`src/hw/cpu_defs.svh`:
```
/* core-wide constants, macros only
   word width also sets the data port and address width
   REG_COUNT must stay a power of two */
`ifndef CPU_DEFS_SVH
`define CPU_DEFS_SVH

// datapath and address width
`define CPU_WORD 32

// architectural registers, r0 reads zero
`define REG_COUNT 32

// first fetch address after rst
`define RESET_PC 32'h0000_0000

// byte step per instruction, no compressed encodings
`define PC_STEP 32'd4

`endif

```
`src/hw/cpu_types_pkg.sv`:
```
/* shared types for the core and its testbench
   opcode and funct encodings follow the MIPS fields; HALT is opcode 6'h3f
   LL and SC decode without any link semantics */
`include "cpu_defs.svh"

package cpu_types_pkg;

   typedef logic [$clog2(`REG_COUNT)-1:0] regbits_t; // register index

   // primary opcode, bits 31:26
   typedef enum logic [5:0] {
      RTYPE = 6'b000000,
      J     = 6'b000010,
      JAL   = 6'b000011,
      BEQ   = 6'b000100,
      BNE   = 6'b000101,
      ADDIU = 6'b001001,
      SLTI  = 6'b001010,
      SLTIU = 6'b001011,
      ANDI  = 6'b001100,
      ORI   = 6'b001101,
      XORI  = 6'b001110,
      LUI   = 6'b001111,
      LW    = 6'b100011,
      SW    = 6'b101011,
      LL    = 6'b110000,
      SC    = 6'b111000,
      HALT  = 6'b111111
   } opcode_t;

   // r-type function, bits 5:0
   typedef enum logic [5:0] {
      SLL  = 6'b000000,
      SRL  = 6'b000010,
      JR   = 6'b001000,
      ADD  = 6'b100000,
      ADDU = 6'b100001,
      SUB  = 6'b100010,
      SUBU = 6'b100011,
      AND  = 6'b100100,
      OR   = 6'b100101,
      XOR  = 6'b100110,
      NOR  = 6'b100111,
      SLT  = 6'b101010,
      SLTU = 6'b101011
   } funct_t;

   typedef enum logic [3:0] {
      ALU_ADD, ALU_SUB, ALU_AND, ALU_OR, ALU_XOR,
      ALU_NOR, ALU_SLL, ALU_SRL, ALU_SLT, ALU_SLTU
   } alu_op_t;

   typedef enum logic [1:0] {
      FETCH, EXEC, MEM, HALTED
   } cpu_state_t;

   typedef struct packed {
      regbits_t    rs;
      regbits_t    rt;
      regbits_t    rd;
      logic [4:0]  shamt;
      logic [15:0] imm16;
   } instr_fields_t;

   typedef struct packed {
      alu_op_t    alu_op;
      logic [1:0] alu_src;  // 0 reg, 1 ext imm, 2 upper imm
      logic       extop;    // 0 zero-extend, 1 sign-extend
      logic       regdst;   // 1 picks rt
      logic       regwr;
      logic       memwr;
      logic       memtoreg;
      logic       is_mem;   // lw or sw, needs the MEM cycle
      logic [1:0] pc_src;   // 0 step, 1 branch, 2 jump
      logic       jr;
      logic       link;
      logic       halt;
   } ctrl_t;

   // data port request
   typedef struct packed {
      logic [`CPU_WORD-1:0] addr;
      logic [`CPU_WORD-1:0] wdata;
      logic                 ren;
      logic                 wen;
   } dmem_req_t;

   // one observed store
   typedef struct packed {
      logic [`CPU_WORD-1:0] addr;
      logic [`CPU_WORD-1:0] data;
   } dmem_write_t;

endpackage

```
`src/hw/control_unit.sv`:
```
/* combinational decode of the instruction register
   branches resolve from the ALU zero flag in the same cycle
   unknown opcodes act as adds that write rt */
`include "cpu_defs.svh"

module control_unit (
   input  logic [`CPU_WORD-1:0]         instr,
   input  logic                         zeroflag,
   output cpu_types_pkg::instr_fields_t fields,
   output cpu_types_pkg::ctrl_t         ctrl
);
   import cpu_types_pkg::*;

   opcode_t op;
   funct_t  funct;
   logic    is_rtype;
   logic    is_jr;

   // field split
   assign op           = opcode_t'(instr[31:26]);
   assign funct        = funct_t'(instr[5:0]);
   assign fields.rs    = instr[25:21];
   assign fields.rt    = instr[20:16];
   assign fields.rd    = instr[15:11];
   assign fields.shamt = instr[10:6];
   assign fields.imm16 = instr[15:0];

   assign is_rtype = (op == RTYPE);
   assign is_jr    = is_rtype && (funct == JR);

   always_comb begin
      ctrl = '0;

      ctrl.regdst   = ~is_rtype;                                      // i-type writes rt
      ctrl.extop    = ~(op == ORI || op == ANDI || op == XORI || op == LUI);
      ctrl.memwr    = (op == SW);
      ctrl.memtoreg = (op == LW);
      ctrl.is_mem   = (op == LW) || (op == SW);
      ctrl.link     = (op == JAL);                                    // r31 <- pc+4
      ctrl.halt     = (op == HALT);
      ctrl.jr       = is_jr;

      // everything writes except stores, branches, plain jumps, sc, halt, jr
      ctrl.regwr = ~(op == SW || op == BEQ || op == BNE || op == SC ||
                     op == J || op == HALT) && ~is_jr;

      // alu b source
      case (op)
         ADDIU, SLTI, SLTIU, ANDI, ORI, XORI, LW, SW, LL, SC: ctrl.alu_src = 2'd1;
         LUI:     ctrl.alu_src = 2'd2;
         default: ctrl.alu_src = 2'd0; // r-type and branches compare rt
      endcase

      // next pc select
      case (op)
         J, JAL:  ctrl.pc_src = 2'd2;
         BEQ:     ctrl.pc_src = {1'b0, zeroflag};
         BNE:     ctrl.pc_src = {1'b0, ~zeroflag};
         RTYPE:   ctrl.pc_src = is_jr ? 2'd2 : 2'd0; // jr rides the jump path
         default: ctrl.pc_src = 2'd0;
      endcase

      // alu operation
      ctrl.alu_op = ALU_ADD;
      if (is_rtype) begin
         case (funct)
            ADD, ADDU: ctrl.alu_op = ALU_ADD;
            SUB, SUBU: ctrl.alu_op = ALU_SUB; // no overflow trap
            AND:       ctrl.alu_op = ALU_AND;
            OR:        ctrl.alu_op = ALU_OR;
            XOR:       ctrl.alu_op = ALU_XOR;
            NOR:       ctrl.alu_op = ALU_NOR;
            SLL:       ctrl.alu_op = ALU_SLL;
            SRL:       ctrl.alu_op = ALU_SRL;
            SLT:       ctrl.alu_op = ALU_SLT;
            SLTU:      ctrl.alu_op = ALU_SLTU;
            default:   ctrl.alu_op = ALU_ADD;
         endcase
      end else begin
         case (op)
            ANDI:     ctrl.alu_op = ALU_AND;
            ORI:      ctrl.alu_op = ALU_OR;
            XORI:     ctrl.alu_op = ALU_XOR;
            SLTI:     ctrl.alu_op = ALU_SLT;
            SLTIU:    ctrl.alu_op = ALU_SLTU;
            BEQ, BNE: ctrl.alu_op = ALU_SUB;  // zero flag means equal
            default:  ctrl.alu_op = ALU_ADD;  // addiu, lw, sw, lui
         endcase
      end
   end

endmodule

```
`src/hw/cpu_fsm.sv`:
```
/* multicycle sequencer, one instruction in flight
   no strobes until the first clock after rst is released
   HALTED is left only through rst */
module cpu_fsm (
   input  logic                      CLK,
   input  logic                      rst,
   input  cpu_types_pkg::ctrl_t      ctrl,
   output cpu_types_pkg::cpu_state_t state,
   output logic                      ir_load,
   output logic                      pc_load,
   output logic                      wb_en,
   output logic                      mem_phase,
   output logic                      halt
);
   import cpu_types_pkg::*;

   cpu_state_t next_state;
   logic       running; // low through rst and one clock after

   always_ff @(posedge CLK) begin
      if (rst) begin
         state   <= FETCH;
         running <= 1'b0;
      end else begin
         state   <= next_state;
         running <= 1'b1;
      end
   end

   always_comb begin
      next_state = state;
      ir_load    = 1'b0;
      pc_load    = 1'b0;
      wb_en      = 1'b0;
      mem_phase  = 1'b0;
      halt       = 1'b0;
      case (state)
         FETCH: begin
            if (running) begin
               ir_load    = 1'b1; // iren, ir captures at edge
               next_state = EXEC;
            end
         end
         EXEC: begin
            if (ctrl.halt) begin
               next_state = HALTED;
            end else if (ctrl.is_mem) begin
               next_state = MEM;
            end else begin
               pc_load    = 1'b1;
               wb_en      = ctrl.regwr;
               next_state = FETCH;
            end
         end
         MEM: begin
            mem_phase  = 1'b1;        // ren or wen this cycle
            pc_load    = 1'b1;
            wb_en      = ctrl.regwr;  // lw writeback
            next_state = FETCH;
         end
         HALTED: halt = 1'b1;
         default: next_state = FETCH;
      endcase
   end

endmodule

```
`src/hw/pc_counter.sv`:
```
/* program counter, updates only on pc_load
   branch offset arrives sign-extended in words
   jump keeps pc[31:28] of the current instruction */
`include "cpu_defs.svh"

module pc_counter (
   input  logic                 CLK,
   input  logic                 rst,
   input  logic                 pc_load,
   input  logic [1:0]           pc_src,
   input  logic                 jr,
   input  logic [`CPU_WORD-1:0] offset,
   input  logic [25:0]          target,
   input  logic [`CPU_WORD-1:0] rs_value,
   output logic [`CPU_WORD-1:0] pc,
   output logic [`CPU_WORD-1:0] pc_next_seq
);
   logic [`CPU_WORD-1:0] pc_branch;
   logic [`CPU_WORD-1:0] pc_new;

   assign pc_next_seq = pc + `PC_STEP;               // also the jal link value
   assign pc_branch   = pc_next_seq + (offset << 2);

   always_comb begin
      case (pc_src)
         2'd1: pc_new = pc_branch;
         2'd2: begin
            if (jr)
               pc_new = rs_value;
            else
               pc_new = {pc[`CPU_WORD-1:28], target, 2'b00};
         end
         default: pc_new = pc_next_seq;
      endcase
   end

   always_ff @(posedge CLK) begin
      if (rst)
         pc <= `RESET_PC;
      else if (pc_load)
         pc <= pc_new;
   end

endmodule

```
`src/hw/register_file.sv`:
```
/* two async read ports, one sync write port
   writes to r0 are dropped so it always reads zero
   rst clears every register */
`include "cpu_defs.svh"

module register_file (
   input  logic                   CLK,
   input  logic                   rst,
   input  logic                   wen,
   input  cpu_types_pkg::regbits_t waddr,
   input  logic [`CPU_WORD-1:0]   wdata,
   input  cpu_types_pkg::regbits_t raddr1,
   input  cpu_types_pkg::regbits_t raddr2,
   output logic [`CPU_WORD-1:0]   rdata1,
   output logic [`CPU_WORD-1:0]   rdata2
);
   logic [`CPU_WORD-1:0] regs [`REG_COUNT];

   always_ff @(posedge CLK) begin
      if (rst) begin
         for (int i = 0; i < `REG_COUNT; i++)
            regs[i] <= '0;
      end else if (wen && (waddr != '0)) begin
         regs[waddr] <= wdata;
      end
   end

   assign rdata1 = regs[raddr1]; // read old value on same-cycle write
   assign rdata2 = regs[raddr2];

endmodule

```
`src/hw/alu.sv`:
```
/* integer ALU, no overflow detection
   shifts operate on b by shamt, logical only
   SLT is signed, SLTU unsigned */
`include "cpu_defs.svh"

module alu (
   input  cpu_types_pkg::alu_op_t op,
   input  logic [`CPU_WORD-1:0]   a,
   input  logic [`CPU_WORD-1:0]   b,
   input  logic [4:0]             shamt,
   output logic [`CPU_WORD-1:0]   result,
   output logic                   zero
);
   import cpu_types_pkg::*;

   logic lt_signed;
   logic lt_unsigned;

   assign lt_signed   = $signed(a) < $signed(b);
   assign lt_unsigned = a < b;

   always_comb begin
      case (op)
         ALU_ADD:  result = a + b;
         ALU_SUB:  result = a - b;
         ALU_AND:  result = a & b;
         ALU_OR:   result = a | b;
         ALU_XOR:  result = a ^ b;
         ALU_NOR:  result = ~(a | b);
         ALU_SLL:  result = b << shamt;  // rt shifted, rs ignored
         ALU_SRL:  result = b >> shamt;
         ALU_SLT:  result = {{(`CPU_WORD-1){1'b0}}, lt_signed};
         ALU_SLTU: result = {{(`CPU_WORD-1){1'b0}}, lt_unsigned};
         default:  result = '0;
      endcase
   end

   assign zero = (result == '0); // beq/bne equality

endmodule

```
`src/hw/cpu_core.sv`:
```
/* multicycle core top, 2 cycles per instruction, 3 for lw/sw
   both memory ports must answer combinationally, no stalls
   halt stays high until rst */
`include "cpu_defs.svh"

module cpu_core (
   input  logic                     CLK,
   input  logic                     rst,
   output logic [`CPU_WORD-1:0]     iaddr,
   output logic                     iren,
   input  logic [`CPU_WORD-1:0]     instr,
   output cpu_types_pkg::dmem_req_t dmem,
   input  logic [`CPU_WORD-1:0]     drdata,
   output logic                     halt
);
   import cpu_types_pkg::*;

   logic [`CPU_WORD-1:0] ir;          // instruction register
   instr_fields_t        fields;
   ctrl_t                ctrl;
   cpu_state_t           state;
   logic                 ir_load;
   logic                 pc_load;
   logic                 wb_en;
   logic                 mem_phase;
   logic [`CPU_WORD-1:0] pc;
   logic [`CPU_WORD-1:0] pc_next_seq;
   logic [`CPU_WORD-1:0] rdata1;
   logic [`CPU_WORD-1:0] rdata2;
   logic [`CPU_WORD-1:0] ext_imm;
   logic [`CPU_WORD-1:0] branch_off;
   logic [`CPU_WORD-1:0] alu_a;
   logic [`CPU_WORD-1:0] alu_b;
   logic [`CPU_WORD-1:0] alu_result;
   logic                 alu_zero;
   regbits_t             wr_reg;
   logic [`CPU_WORD-1:0] wr_data;

   always_ff @(posedge CLK) begin
      if (ir_load)
         ir <= instr;
   end

   control_unit u_ctrl (.instr(ir), .zeroflag(alu_zero), .fields(fields), .ctrl(ctrl));

   cpu_fsm u_fsm (
      .CLK(CLK), .rst(rst), .ctrl(ctrl), .state(state), .ir_load(ir_load),
      .pc_load(pc_load), .wb_en(wb_en), .mem_phase(mem_phase), .halt(halt)
   );

   // immediate extender
   assign ext_imm    = ctrl.extop ? {{16{fields.imm16[15]}}, fields.imm16}
                                  : {16'b0, fields.imm16};
   assign branch_off = {{16{fields.imm16[15]}}, fields.imm16}; // always signed

   pc_counter u_pc (
      .CLK(CLK), .rst(rst), .pc_load(pc_load), .pc_src(ctrl.pc_src), .jr(ctrl.jr),
      .offset(branch_off), .target(ir[25:0]), .rs_value(rdata1),
      .pc(pc), .pc_next_seq(pc_next_seq)
   );

   register_file u_rf (
      .CLK(CLK), .rst(rst), .wen(wb_en), .waddr(wr_reg), .wdata(wr_data),
      .raddr1(fields.rs), .raddr2(fields.rt), .rdata1(rdata1), .rdata2(rdata2)
   );

   // alu operand muxes, lui ignores rs
   always_comb begin
      case (ctrl.alu_src)
         2'd1:    alu_b = ext_imm;
         2'd2:    alu_b = {fields.imm16, 16'b0};
         default: alu_b = rdata2;
      endcase
   end
   assign alu_a = (ctrl.alu_src == 2'd2) ? '0 : rdata1;

   alu u_alu (
      .op(ctrl.alu_op), .a(alu_a), .b(alu_b), .shamt(fields.shamt),
      .result(alu_result), .zero(alu_zero)
   );

   // destination: r31 for jal, else rt or rd
   assign wr_reg  = ctrl.link ? regbits_t'(`REG_COUNT - 1)
                              : (ctrl.regdst ? fields.rt : fields.rd);
   assign wr_data = ctrl.memtoreg ? drdata
                                  : (ctrl.link ? pc_next_seq : alu_result);

   assign iaddr = pc;
   assign iren  = ir_load;

   // data port, strobes only in MEM
   assign dmem.addr  = alu_result;    // base + offset
   assign dmem.wdata = rdata2;
   assign dmem.ren   = mem_phase & ctrl.memtoreg;
   assign dmem.wen   = mem_phase & ctrl.memwr;

endmodule

```
`config.mk`:
```
export PLATFORM = sky130hd
export DESIGN_NAME = cpu_core
export DESIGN_NICKNAME = d
export VERILOG_FILES = /design/src/hw/cpu_types_pkg.sv /design/src/hw/control_unit.sv /design/src/hw/cpu_fsm.sv /design/src/hw/pc_counter.sv /design/src/hw/register_file.sv /design/src/hw/alu.sv /design/src/hw/cpu_core.sv
export VERILOG_INCLUDE_DIRS = /design/src /design/src/hw
export SDC_FILE = /design/constraint.sdc
export NUM_CORES = 2
export LEC_CHECK = 0
export BUFFER_PORTS_ARGS = -buffer_cell sky130_fd_sc_hd__buf_2
export CORE_MARGIN = 2
export CORE_UTILIZATION = 25
export DETAILED_ROUTE_END_ITERATION = 8
export GPL_ROUTABILITY_DRIVEN = 0
export PLACE_DENSITY_LB_ADDON = 0.1
export SYNTH_ARGS = -nofsm -noshare
export SYNTH_HDL_FRONTEND = slang
export SYNTH_SLANG_ARGS = --single-unit
```
`constraint.sdc`:
```
create_clock -name CLK -period 10.5 [get_ports CLK]
set_input_delay 2.625 -clock CLK [delete_from_list [all_inputs] [get_ports CLK]]
set_output_delay 2.625 -clock CLK [all_outputs]
set_load 0.03 [all_outputs]
```
==> reports/qor.txt <==
Clock Sinks = 1,101
pre-CTS setup slack = 674 ps
Synth area leaders = edfxtp_1 46%, mux4_2 16%, nor2_1 7.1%
Gate Count Post-Synth = 5,897
DR vias = 55,200
R2R setup slack = 1260 ps
Reg-to-Reg Start = ir[30]$_DFFE_PP_
maximum root-to-sink buffer count = 3
WL per Instance = 37.4 um
I/O pin total = 166
Chip Height = 527 um
share of layout cells above drive strength 1 = 0.236
total leakage power = 28.8 nW
H-Tree Depth = 4
Post-Route WL = 363,000 um
Ys Warns = 0
pin count of the biggest net entering global routing = 91
Post-synth ARST share = 0
Yosys top cell area share = 0.464
Final Max Tran Viols = 0
Power Density = 218 mW/mm2
DIE WIDTH = 527 um
period utilization = 0.985
Worst-Margin Slew = 1290 ps
Hold Buf Count CTS = 0
Post-synth EDFFs = 1,056
core box area = 0.271 mm2
ys flop type = edfxtp_1
status = complete, no violations
Buf/Inv on CP = 2
Tot Pwr = 17.2 mW
area grow syn2layout = 15.7%
TritonRoute pass-1 iters = 9
R2R Path End = u_pc.pc[9]$_SDFFE_PP0P_
hold_sp = ir[24]$_DFFE_PP_
1st-iter DRT viols = 7,035
fillcell total = 27,500
slowest stage delay, CP = 930 ps
Clock Latency Late Sink = 820 ps
Setup-failing EPs final = 0
Reg2Reg Depth = 32
gr usage total = 0.255
mean area per synthesized cell = 11.6 um2
slowest CP cell = nor4_2
first-pass GRT wire length = 487,000 um
Antenna Nets Post-Route = 0
most common cell in the netlist = nor2_1
Site Rows = 191
WP data required = 7880 ps
port bufs = 165
Reg clk slew, reported paths = 60 ps
grt ovf = 0
Distinct cells, synth = 109
Worst Hold Depth = 1
Root Driver = clkbuf_16
Final Hold Viols = 0
Post-Syn Area = 0.0683 mm2
maximum clock rate = 96.6 MHz
die area = 0.278 mm2
starting density of the core = 0.252
post-DP HPWL = 247,000 um
Critical Path End Type = output port
RSZ-0062 raised after global routing = false
CP arrival = 7720 ps
initial antenna violation count = 27
CTS Buf Count = 139
Vias/cell = 5.69
Synth area leader = edfxtp_1
worst-path fanout max = 36
Setup Skew = 65.6 ps
cell family with most CP delay = compound AO/OA/AOI/OAI gates
critical path class = flip-flop to output port
CTS tree = yes
final setup margin = 153 ps
synthesized flop and latch total = 1,101
worst rel slew slack = 0.134
HP Class = flip-flop to flip-flop
final layout net count = 6,229
DRC = 0
setup_tns = 0 ps
sequential area share after synthesis = 0.477
vias in the first global route = 53,700
Worst setup SP type = flip-flop
commonest cells in the netlist = 1,299 x nor2_1, 1,056 x edfxtp_1, 495 x mux4_2
max-cap check violation count = 0
crit path cell chain = buf_4 -> or3b_4 -> o22ai_1 -> nor4_2 -> a21boi_2 -> ha_1 -> and3_1 -> nand2_1 -> a211oi_1 -> o21ai_1 -> o221ai_1 -> o2111ai_1 -> o21ai_0 -> o221ai_1 -> nand2_1 -> o2111ai_1 -> buf_2
Worst VDD drop = 175 uV
clock period minus worst slack = 10,350 ps
-- report_power, final --
| group | internal, mW | switching [mW] | total, mW | leakage, nW |
|---|---|---|---|---|
| combinational | 2.02 | 5.36 | 7.38 | 15.4 |
| sequential | 4.97 | 0.129 | 5.10 | 11.2 |
| clock | 2.69 | 2.06 | 4.75 | 2.11 |
| total | 9.68 | 7.55 | 17.2 | 28.8 |
-- per-layer routing --
layer	routed length (um)	vias to the layer above	global-route usage
met5	74	-	0
met4	14900	12	0.0928
met3	27700	570	0.0506
met2	162000	2812	0.396
met1	158000	29200	0.352
li1	-	22600	-
-- layout by cell type (no fill, tap or decap), types with 27 or more instances in the layout --
cell type  count
o22ai_1      121
o211ai_1      27
ha_1         140
nand3_1       68
buf_2        164
or2_2         47
mux2i_1      224
xor2_1        28
nor3_1        52
nor2_1      1294
a221oi_1      39
a22oi_1      104
clkbuf_1      43
edfxtp_1    1056
mux4_2       495
dfxtp_1       37
xnor2_1       41
conb_1        32
a21o_1        27
inv_1        139
nand2_1      278
a21oi_1      216
a211oi_1      49
nand2_2       64
clkbuf_16    141
a31oi_1       37
o21ai_0      159
buf_4        300
-- worst reg2reg max path: cells and delay by family (launching register included) --
family | cells | cell delay [ps]
compound gates | 12 | 2920
fa+ha+maj | 4 | 1600
buf+inv | 5 | 830
flops | 1 | 560
simple gates | 11 | 3270
-- repair_timing --
action,in CTS,in global routing
resized for setup,5,7
setup endpoints to repair,4,10
buffers inserted,0,14
pin swaps,0,0
-- sequential cells by signal, indices dropped and copies added (netlist names), named ones only --
| name | cells |
|---|---|
| ir | 32 |
| u_fsm.running | 1 |
| u_pc.pc | 32 |
| u_rf.regs | 1024 |
| u_fsm.state | 2 |
-- stage by stage --
stage	hold slack, ps	util	instances	cell area, um2
2_1_floorplan	475	-	5928	68400
3_3_place_gp	499	0.275	9433	74500
5_1_grt	547	0.291	9693	79100
6_report	528	0.292	9703	79100
4_1_cts	527	0.291	9676	78900
3_5_place_dp	495	0.275	9433	74500
-- cells by family (layout without fill, tap and decap cells) --
kind of cell / Yosys count / in the layout / share of synthesized area
other: 1 / 45 / 0.0000549
DFF: 1101 / 1101 / 0.477
muxes: 780 / 780 / 0.211
xor gates and xnor gates: 69 / 69 / 0.00884
buffers and inverters: 690 / 882 / 0.0427
adders and majority gates: 145 / 145 / 0.0269
and+or+nand+nor: 2048 / 2048 / 0.127
AOI/OAI and AO/OA: 1063 / 1063 / 0.106
-- how the worst max path moves through the flow --
stage / startpoint / end / cells after the start
floorplan: flip-flop / dmem[65] / 23
global route: flip-flop / dmem[65] / 19
finish: flip-flop / dmem[63] / 17
global placement: flip-flop / dmem[65] / 18
CTS: ir[28]$_DFFE_PP_ / dmem[64] / 28
detailed placement: flip-flop / dmem[59] / 18
-- cell type report --
class                           count  area (um2)  share of cell area
Clock inverter                     59         668             0.00845
Clock buffer                      184        3690              0.0467
Inverter                          151         569             0.00720
Timing Repair Buffer              488        3550              0.0449
Sequential cell                  1101       32600               0.413
Tap cell                         3570        4470              0.0565
Antenna cell                       13        32.5            0.000411
Multi-Input combinational cell   4137       33500               0.423
(Power assumes the default switching activity.)
